<file path="src/source/qa_drv_params.svh">
// ~~~~~~~~~~~~~~~~~~~~~~~~~~~~~~
// Shared sizes and codes for the test node
// QA_FIFO_DEPTH must be a power of two, 2 or more
// ~~~~~~~~~~~~~~~~~~~~~~~~~~~~~~
`ifndef QA_DRV_PARAMS_SVH
`define QA_DRV_PARAMS_SVH

// One UMF message word
`define QA_UMF_WIDTH 128

// Entries in each channel FIFO
`define QA_FIFO_DEPTH 4

// Test-enable CSR, the only decoded write address
`define QA_CSR_ADDR_TEST 16'h0010

// Test node mode codes
`define QA_MODE_NORMAL   2'd0
`define QA_MODE_SINK     2'd1
`define QA_MODE_SOURCE   2'd2
`define QA_MODE_LOOPBACK 2'd3

`endif
</file>
<file path="src/source/qa_drv_pkg.sv">
// ~~~~~~~~~~~~~~~~~~~~~~~~~~~~~~
// Types shared by the test node blocks
// An all-zero t_afu_enable_test means no request
// ~~~~~~~~~~~~~~~~~~~~~~~~~~~~~~
`default_nettype none

`include "qa_drv_params.svh"

package qa_drv_pkg;

    // Test node operating mode
    typedef enum logic [1:0]
    {
        MODE_NORMAL   = `QA_MODE_NORMAL,
        MODE_SINK     = `QA_MODE_SINK,
        MODE_SOURCE   = `QA_MODE_SOURCE,
        MODE_LOOPBACK = `QA_MODE_LOOPBACK
    } t_test_mode;

    // Test request, the low 33 bits of a test-enable CSR write
    typedef struct packed
    {
        // Messages to send in source mode
        logic [30:0] count;
        t_test_mode  test_state;
    } t_afu_enable_test;

    // Decoder output to the test node
    typedef struct packed
    {
        // One-cycle request pulse
        t_afu_enable_test afu_enable_test;
        // Last accepted request, held
        t_afu_enable_test last_cfg;
    } t_csr_afu_state;

    // Handshake snapshot of the test node
    typedef struct packed
    {
        logic       rx_rdy;
        logic       rx_enable;
        logic       tx_rdy;
        logic       tx_enable;
        t_test_mode mode;
    } t_tester_dbg;

    // Counters and snapshot reported to the host side
    typedef struct packed
    {
        logic [15:0]      tests_done;
        logic [31:0]      host_rx_msgs;
        logic [31:0]      host_tx_msgs;
        t_tester_dbg      dbg;
        t_afu_enable_test last_cfg;
    } t_status;

endpackage

`default_nettype wire

</file>
<file path="src/source/qa_drv_top.sv">
// ~~~~~~~~~~~~~~~~~~~~~~~~~~~~~~
// Host push has no back-pressure; watch host_rx_space
// Host and client drain through a rdy/enable pull
// ~~~~~~~~~~~~~~~~~~~~~~~~~~~~~~
`default_nettype none

`include "qa_drv_params.svh"

module qa_drv_top
(
    input  wire logic                       clk,
    input  wire logic                       resetb,

    // CSR write port
    input  wire logic                       csr_wr_valid,
    input  wire logic [15:0]                csr_wr_addr,
    input  wire logic [63:0]                csr_wr_data,

    // Host push into the host-to-client FIFO
    input  wire logic                       host_rx_valid,
    input  wire logic [`QA_UMF_WIDTH-1:0]   host_rx_data,
    output logic                            host_rx_space,

    // Host pull from the client-to-host FIFO
    output logic                            host_tx_rdy,
    output logic      [`QA_UMF_WIDTH-1:0]   host_tx_data,
    input  wire logic                       host_tx_enable,

    // Client ports
    output logic      [`QA_UMF_WIDTH-1:0]   client_rx_data,
    output logic                            client_rx_rdy,
    input  wire logic                       client_rx_enable,
    input  wire logic [`QA_UMF_WIDTH-1:0]   client_tx_data,
    output logic                            client_tx_rdy,
    input  wire logic                       client_tx_enable,

    output qa_drv_pkg::t_status             status
);

    qa_drv_pkg::t_csr_afu_state csr;
    qa_drv_pkg::t_tester_dbg    dbg;

    // Test node to FIFO wires
    logic [`QA_UMF_WIDTH-1:0] rx_data;
    logic                     rx_rdy;
    logic                     rx_enable;
    logic [`QA_UMF_WIDTH-1:0] tx_data;
    logic                     tx_rdy;
    logic                     tx_enable;
    logic                     test_done;

    qa_csr_decoder i_csr_decoder
    (
        .clk          (clk),
        .resetb       (resetb),
        .csr_wr_valid (csr_wr_valid),
        .csr_wr_addr  (csr_wr_addr),
        .csr_wr_data  (csr_wr_data),
        .csr          (csr)
    );

    // Host to client
    qa_chan_fifo #(.WIDTH(`QA_UMF_WIDTH), .DEPTH(`QA_FIFO_DEPTH)) i_rx_fifo
    (
        .clk       (clk),
        .resetb    (resetb),
        .wr_enable (host_rx_valid),
        .wr_data   (host_rx_data),
        .wr_rdy    (host_rx_space),
        .rd_data   (rx_data),
        .rd_rdy    (rx_rdy),
        .rd_enable (rx_enable)
    );

    // Client to host
    qa_chan_fifo #(.WIDTH(`QA_UMF_WIDTH), .DEPTH(`QA_FIFO_DEPTH)) i_tx_fifo
    (
        .clk       (clk),
        .resetb    (resetb),
        .wr_enable (tx_enable),
        .wr_data   (tx_data),
        .wr_rdy    (tx_rdy),
        .rd_data   (host_tx_data),
        .rd_rdy    (host_tx_rdy),
        .rd_enable (host_tx_enable)
    );

    qa_drv_tester i_tester
    (
        .clk              (clk),
        .resetb           (resetb),
        .csr              (csr),
        .client_rx_data   (client_rx_data),
        .client_rx_rdy    (client_rx_rdy),
        .client_rx_enable (client_rx_enable),
        .client_tx_data   (client_tx_data),
        .client_tx_rdy    (client_tx_rdy),
        .client_tx_enable (client_tx_enable),
        .rx_data          (rx_data),
        .rx_rdy           (rx_rdy),
        .rx_enable        (rx_enable),
        .tx_data          (tx_data),
        .tx_enable        (tx_enable),
        .tx_rdy           (tx_rdy),
        .test_done        (test_done),
        .dbg              (dbg)
    );

    // Count only transfers the FIFOs actually accept
    qa_status_mgr i_status_mgr
    (
        .clk       (clk),
        .resetb    (resetb),
        .rx_pop    (rx_enable && rx_rdy),
        .tx_push   (tx_enable && tx_rdy),
        .test_done (test_done),
        .dbg_in    (dbg),
        .last_cfg  (csr.last_cfg),
        .status    (status)
    );

endmodule

`default_nettype wire

</file>
<file path="src/source/qa_status_mgr.sv">
// ~~~~~~~~~~~~~~~~~~~~~~~~~~~~~~
// All outputs lag their event by one edge
// Counters wrap without saturation
// ~~~~~~~~~~~~~~~~~~~~~~~~~~~~~~
`default_nettype none

module qa_status_mgr
(
    input  wire logic                     clk,
    input  wire logic                     resetb,
    input  wire logic                     rx_pop,
    input  wire logic                     tx_push,
    input  wire logic                     test_done,
    input  qa_drv_pkg::t_tester_dbg       dbg_in,
    input  qa_drv_pkg::t_afu_enable_test  last_cfg,
    output qa_drv_pkg::t_status           status
);

    // Traffic counters
    always_ff @(posedge clk)
    begin
        if (!resetb)
        begin
            status.host_rx_msgs <= '0;
            status.host_tx_msgs <= '0;
        end
        else
        begin
            // Words taken out of the host-to-client FIFO
            if (rx_pop)
                status.host_rx_msgs <= status.host_rx_msgs + 1'b1;
            // Words written into the client-to-host FIFO
            if (tx_push)
                status.host_tx_msgs <= status.host_tx_msgs + 1'b1;
        end
    end

    // One increment per return to normal mode
    always_ff @(posedge clk)
    begin
        if (!resetb)
            status.tests_done <= '0;
        else if (test_done)
            status.tests_done <= status.tests_done + 1'b1;
    end

    // Snapshot of the handshake and the last request
    always_ff @(posedge clk)
    begin
        if (!resetb)
        begin
            status.dbg      <= '0;
            status.last_cfg <= '0;
        end
        else
        begin
            status.dbg      <= dbg_in;
            status.last_cfg <= last_cfg;
        end
    end

endmodule

`default_nettype wire

</file>
<file path="src/source/qa_drv_tester.sv">
// ~~~~~~~~~~~~~~~~~~~~~~~~~~~~~~
// Routing is combinational, only mode and source count are held
// Client is cut off while any test mode runs
// ~~~~~~~~~~~~~~~~~~~~~~~~~~~~~~
`default_nettype none

`include "qa_drv_params.svh"

module qa_drv_tester
(
    input  wire logic                         clk,
    input  wire logic                         resetb,
    input  qa_drv_pkg::t_csr_afu_state        csr,

    // Client side of the host-to-client path
    output logic      [`QA_UMF_WIDTH-1:0]     client_rx_data,
    output logic                              client_rx_rdy,
    input  wire logic                         client_rx_enable,

    // Client side of the client-to-host path
    input  wire logic [`QA_UMF_WIDTH-1:0]     client_tx_data,
    output logic                              client_tx_rdy,
    input  wire logic                         client_tx_enable,

    // Host-to-client FIFO read side
    input  wire logic [`QA_UMF_WIDTH-1:0]     rx_data,
    input  wire logic                         rx_rdy,
    output logic                              rx_enable,

    // Client-to-host FIFO write side
    output logic      [`QA_UMF_WIDTH-1:0]     tx_data,
    output logic                              tx_enable,
    input  wire logic                         tx_rdy,

    output logic                              test_done,
    output qa_drv_pkg::t_tester_dbg           dbg
);

    qa_drv_pkg::t_test_mode mode;

    // Remaining words in source mode
    logic [30:0] source_count;
    logic        source_last;

    assign source_last = (source_count == 31'd1);

    always_comb
    begin
        // Client data wires always follow the FIFO, rdy decides ownership
        client_rx_data = rx_data;
        client_rx_rdy  = 1'b0;
        client_tx_rdy  = 1'b0;
        rx_enable      = 1'b0;
        tx_data        = client_tx_data;
        tx_enable      = 1'b0;
        test_done      = 1'b0;

        case (mode)
            qa_drv_pkg::MODE_SINK:
            begin
                // Only pop while the reply slot is free
                rx_enable = rx_rdy && tx_rdy;
                test_done = rx_enable && rx_data[0];
                // Single reply word of value 1 on the last message
                tx_data   = `QA_UMF_WIDTH'(1);
                tx_enable = test_done;
            end

            qa_drv_pkg::MODE_SOURCE:
            begin
                // Host input waits in its FIFO until the test ends
                tx_data   = {{(`QA_UMF_WIDTH-32){1'b0}}, source_count, source_last};
                tx_enable = tx_rdy;
                test_done = tx_rdy && source_last;
            end

            qa_drv_pkg::MODE_LOOPBACK:
            begin
                // Take a host word only if it can go straight back
                rx_enable = rx_rdy && tx_rdy;
                tx_data   = rx_data;
                tx_enable = rx_enable;
                test_done = rx_enable && rx_data[0];
            end

            default:
            begin
                // Normal pass-through between client and FIFOs
                client_rx_rdy = rx_rdy;
                rx_enable     = client_rx_enable;
                client_tx_rdy = tx_rdy;
                tx_enable     = client_tx_enable;
            end
        endcase
    end

    // Count preloads outside source mode; zero is run as one word
    always_ff @(posedge clk)
    begin
        if (mode != qa_drv_pkg::MODE_SOURCE)
        begin
            if (csr.last_cfg.count == '0)
                source_count <= 31'd1;
            else
                source_count <= csr.last_cfg.count;
        end
        else if (tx_rdy)
            source_count <= source_count - 1'b1;
    end

    // New request wins over a completion in the same cycle
    always_ff @(posedge clk)
    begin
        if (!resetb)
            mode <= qa_drv_pkg::MODE_NORMAL;
        else if (csr.afu_enable_test != '0)
            mode <= csr.afu_enable_test.test_state;
        else if (test_done)
            mode <= qa_drv_pkg::MODE_NORMAL;
    end

    // Raw handshake view, registered in the status manager
    always_comb
    begin
        dbg.rx_rdy    = rx_rdy;
        dbg.rx_enable = rx_enable;
        dbg.tx_rdy    = tx_rdy;
        dbg.tx_enable = tx_enable;
        dbg.mode      = mode;
    end

endmodule

`default_nettype wire

</file>
<file path="src/source/qa_chan_fifo.sv">
// ~~~~~~~~~~~~~~~~~~~~~~~~~~~~~~
// DEPTH must be a power of two, 2 or more
// Write while full is dropped; rdy rises one edge after a push
// ~~~~~~~~~~~~~~~~~~~~~~~~~~~~~~
`default_nettype none

module qa_chan_fifo
#(
    parameter int WIDTH = 128,
    parameter int DEPTH = 4
)
(
    input  wire logic             clk,
    input  wire logic             resetb,
    input  wire logic             wr_enable,
    input  wire logic [WIDTH-1:0] wr_data,
    output logic                  wr_rdy,
    output logic      [WIDTH-1:0] rd_data,
    output logic                  rd_rdy,
    input  wire logic             rd_enable
);

    localparam int PTR_W = $clog2(DEPTH);

    // Storage
    logic [WIDTH-1:0] mem [DEPTH];

    logic [PTR_W-1:0] wr_ptr;
    logic [PTR_W-1:0] rd_ptr;
    // One extra bit so a full buffer is distinct from empty
    logic [PTR_W:0]   count;

    logic push;
    logic pop;

    assign wr_rdy  = (count != (PTR_W+1)'(DEPTH));
    assign rd_rdy  = (count != '0);
    assign rd_data = mem[rd_ptr];

    // Guard both sides so a stray enable cannot corrupt state
    assign push = wr_enable && wr_rdy;
    assign pop  = rd_enable && rd_rdy;

    always_ff @(posedge clk)
    begin
        if (push)
            mem[wr_ptr] <= wr_data;
    end

    // Pointers wrap naturally since DEPTH is a power of two
    always_ff @(posedge clk)
    begin
        if (!resetb)
        begin
            wr_ptr <= '0;
            rd_ptr <= '0;
            count  <= '0;
        end
        else
        begin
            if (push)
                wr_ptr <= wr_ptr + 1'b1;
            if (pop)
                rd_ptr <= rd_ptr + 1'b1;
            // Simultaneous push and pop leaves occupancy unchanged
            if (push && !pop)
                count <= count + 1'b1;
            else if (pop && !push)
                count <= count - 1'b1;
        end
    end

endmodule

`default_nettype wire

</file>
<file path="src/source/qa_csr_decoder.sv">
// ~~~~~~~~~~~~~~~~~~~~~~~~~~~~~~
// Write-only CSR decode, no read path
// A request reaches the test node two edges after the strobe
// ~~~~~~~~~~~~~~~~~~~~~~~~~~~~~~
`default_nettype none

`include "qa_drv_params.svh"

module qa_csr_decoder
(
    input  wire logic                       clk,
    input  wire logic                       resetb,
    input  wire logic                       csr_wr_valid,
    input  wire logic [15:0]                csr_wr_addr,
    input  wire logic [63:0]                csr_wr_data,
    output qa_drv_pkg::t_csr_afu_state      csr
);

    // Captured write, only the low 33 data bits matter
    logic        wr_valid_q;
    logic [15:0] wr_addr_q;
    logic [32:0] wr_data_q;

    // Decoded request from the captured write
    logic                         wr_hit;
    qa_drv_pkg::t_afu_enable_test wr_req;

    // First stage registers the raw write
    always_ff @(posedge clk)
    begin
        if (!resetb)
            wr_valid_q <= 1'b0;
        else
            wr_valid_q <= csr_wr_valid;
        wr_addr_q <= csr_wr_addr;
        wr_data_q <= csr_wr_data[32:0];
    end

    assign wr_hit = wr_valid_q && (wr_addr_q == `QA_CSR_ADDR_TEST);
    assign wr_req = qa_drv_pkg::t_afu_enable_test'(wr_data_q);

    // Second stage turns a hit into a one-cycle pulse
    always_ff @(posedge clk)
    begin
        if (!resetb)
        begin
            csr.afu_enable_test <= '0;
            csr.last_cfg        <= '0;
        end
        else
        begin
            // Pulse drops back to zero unless a new hit arrives
            csr.afu_enable_test <= wr_hit ? wr_req : '0;
            // Zero write is no request, so last_cfg keeps its value
            if (wr_hit && (wr_req != '0))
                csr.last_cfg <= wr_req;
        end
    end

endmodule

`default_nettype wire

</file>
<file path="config.mk">
export PLATFORM = sky130hd
export DESIGN_NAME = qa_drv_top
export DESIGN_NICKNAME = d
export VERILOG_FILES = /design/src/source/qa_drv_pkg.sv /design/src/source/qa_drv_top.sv /design/src/source/qa_status_mgr.sv /design/src/source/qa_drv_tester.sv /design/src/source/qa_chan_fifo.sv /design/src/source/qa_csr_decoder.sv
export VERILOG_INCLUDE_DIRS = /design/src /design/src/source
export SDC_FILE = /design/constraint.sdc
export NUM_CORES = 1
export LEC_CHECK = 0
export ABC_AREA = 0
export BUFFER_PORTS_ARGS = -buffer_cell sky130_fd_sc_hd__buf_2
export CORE_ASPECT_RATIO = 1.5
export CORE_UTILIZATION = 57
export CTS_CLUSTER_DIAMETER = 40
export DETAILED_ROUTE_END_ITERATION = 8
export PLACE_DENSITY = 0.79
export SYNTH_ARGS = -nofsm -noshare
export SYNTH_HDL_FRONTEND = slang
export SYNTH_HIERARCHICAL = 1
export SYNTH_SLANG_ARGS = --single-unit
</file>
<file path="constraint.sdc">
create_clock -name clk -period 7.14 [get_ports clk]
set_clock_uncertainty 0.05 [all_clocks]
set_input_delay 1.071 -clock clk [delete_from_list [all_inputs] [get_ports clk]]
set_output_delay 1.071 -clock clk [all_outputs]
set_load 0.005 [all_outputs]
</file>
==> results.ini <==
[timing]
period_share_pct = 62.9
setup_viol = 0
finalWorstSetupSlack_ps = 2650
rsz0062_at_grt = no
slew_violations = 0
finalHoldViolations = 0
slew_headroom_pct = 21.1
totalNegativeSetupSlack_ps = 0
fmax_mhz = 223
min_period_ps = 4490
max_slew.worst_pin.slew_ps = 1170

[synthesis]
synth.area.mux_share_pct = 12.5
synth_top_cell_by_area = edfxtp_1
syn_inst = 2810
yosysTopAreaCellShare_pct = 62.1
synth_edf_count = 1055
synth_area_sq_mm = 0.0511
synth_top_cells_by_area = edfxtp_1 62%, mux4_2 11%, dfxtp_1 10%
syn_avg_cell_area_sq_um = 18.2
synth-adder-area-share_pct = 0.446
yosys_warnings = 6
ys_seq_elements = 1310
synth.net_count = 3170
synthTopCellsByCount = 1055 x edfxtp_1, 256 x mux4_2, 255 x dfxtp_1
async_reset_ff_share_pct = 0
synthXorXnorAreaFrac_pct = 0.875
yosysMostFrequentCell = edfxtp_1
synth_compound_area_share_pct = 4.23
synth_top_family_by_area = multiplexers
synthSimpleGateAreaFrac_pct = 5.75
synth-seq-area-share_pct = 72.1
synthFlopType = edfxtp_1
synth.distinct_cells = 58

[pwr]
p_sw_share_pct = 26.5
p_total_mw = 19.9
p_int_mw = 14.7
power.density_mw_per_mm2 = 340
p_leak_nw = 20.7
seqPwrFrac_pct = 46.5
p_comb_share_pct = 19.2
ir_worst_vdd_mv = 0.355
switchingPower_mw = 5.27
clock_power_share_pct = 34.3

[detailed_routing]
drt-total-wl_mm = 127
post_drt_wl_per_cell_microns = 27.2
via_count = 28500
antenna_left = 0
dr.pass1.iters = 5
drt_drc_violations_left = 0
dr.first_iter.drc_count = 2696
viasPerCell = 6.11

[worst_setup_path]
r2r_slack_ps = 2650
slowest_delay_ps = 1020
cp.buffers_inverters = 1
critPathKind = reg -> reg
crit_slowest_cell = nor4_1
crit_path_start_kind = register
r2r_start = i_tester/source_count[18]
timing.rr.end = i_status_mgr/status[118]
required_ps = 7740
crit_path_end_kind = register
arrival_ps = 5090
crit_family = simple AND/OR/NAND/NOR gates
crit_chain = or4_1, nor4_1, nand4_1, a21boi_0, buf_4, nand3_1, or4_1, or3_1, a21oi_1
cpMostUsedCell = or4_1
r2r_cells = 9
cp_max_fo = 8

[finish]
syn_to_final_growth_pct = 15.0
drive_above_1_share_pct = 35.7
final_cells = 4672
utilization_pct = 66.1
final_nets = 3749

[clock_network]
clk_pin_slew_ps = 60
postCtsHoldBufs = 0
cts_buffers = 131
htreeDepth = 4
clk_latency_ps = 730
post_cts_resized = 0
post_cts_buffers = 0
cts_tree = done
clockRootBuffer = clkbuf_16
cts_max_path_buffers = 3
clock_sinks = 1310

[floorplanning]
row_count = 134
die_h_microns = 369
die-area_sq_mm = 0.0908
start_util_pct = 57.5
design.core.area_sq_mm = 0.0889
num_io_pins = 722
die_w_microns = 246

[job]
cap_violations = 0

[worst_hold_path]
hold_depth = 1
hold_path_end = i_csr_decoder/wr_addr_q[15]
holdCritStartpoint = csr_wr_addr[15]
min_path_type = in -> reg

[global_route]
grt_pass1_vias = 28400
grt_usage_pct = 27.6
grt_max_degree = 121
overflow = 0
antenna_found_initial = 38
grt_pass1_wl_mm = 182

[placement]
hpwlAfterDp_mm = 81.4
numPortBuffers = 690
placed_cells = 4412
gp_congestion = 0.888
dp_slack_ps = 2910

[outcome]
status = finished clean

==> layer usage <==
layer / wire (microns) / vias to the layer above / global-route usage [%]
met5: 172 / - / 0
met4: 5770 / 28 / 13.2
met2: 65100 / 1552 / 46.8
li1: - / 12300 / -
met1: 44300 / 14400 / 32.0
met3: 11900 / 303 / 8.18
==> power groups by stage <==
stage               Combinational, mW  Clock [mW]  Sequential (mW)
global placement                 3.81           0             9.40
global route                     4.05        7.21             9.34
finish                           3.83        6.83             9.28
floorplan                        2.91           0             9.32
CTS                              3.87        6.93             9.29
detailed placement               3.84           0             9.44
==> flip-flops by register name, summed over array words and instances (netlist names), 16 cells and up, named ones only <==
name                     flops
i_csr_decoder/csr           66
i_csr_decoder/wr_addr_q     16
i_csr_decoder/wr_data_q     33
i_rx_fifo/mem              512
i_status_mgr/status        119
i_tester/source_count       31
i_tx_fifo/mem              512
==> layout make-up <==
type / count / area [sq um]
flip-flops and latches: 1310 / 36800
fillers: 5825 / 30200
multi-input cells: 1197 / 12200
repair buffers: 726 / 3810
clock buffers: 155 / 3480
well taps: 1156 / 1450
clock inverters: 73 / 808
inverters: 23 / 86.3
diodes: 32 / 80.1
==> cells in the final DEF, fill, tap and decap left out, types with 37 or more instances in the layout <==
cell type,count
edfxtp_1,1055
buf_2,689
mux4_2,256
dfxtp_1,249
clkbuf_16,135
a22o_1,129
nand2_1,120
and2_1,88
nor2_1,64
or4_1,45
nor4_1,42
nand4_1,38
a21oi_1,37
==> metrics by stage <==
step           instance area, sq um  hold slack [ps]
2_1_floorplan                 51100              377
3_3_place_gp                  54300              393
3_5_place_dp                  54300              397
4_1_cts                       58600              333
5_1_grt                       58700              341
6_report                      58700              393
==> cells by family (layout without fill, tap and decap cells) <==
logic type               Yosys count  in the layout
AO/OA/AOI/OAI                    289            289
XOR/XNOR                          51             51
adder cells (fa/ha/maj)           17             17
buffers and inverters            303            977
flip-flops                      1310           1310
multiplexers                     315            315
other                              0             32
AND/OR/NAND/NOR                  525            525
==> how the worst max path moves through the flow <==
| stage | startpoint | end | slack, ps | depth (start not counted) |
|---|---|---|---|---|
| after floorplan | register | i_tx_fifo/mem[0][0] | 2000 | 8 |
| after global placement | register | i_tx_fifo/mem[1][65] | 2930 | 8 |
| after detailed placement | i_tester/source_count[21] | i_status_mgr/status[118] | 2910 | 9 |
| after CTS | register | client_rx_data[66] | 2570 | 3 |
| after global routing | register | client_rx_data[66] | 2470 | 3 |
| final | i_tester/source_count[18] | i_status_mgr/status[118] | 2650 | 9 |
Power figures use the tool's default switching activity.
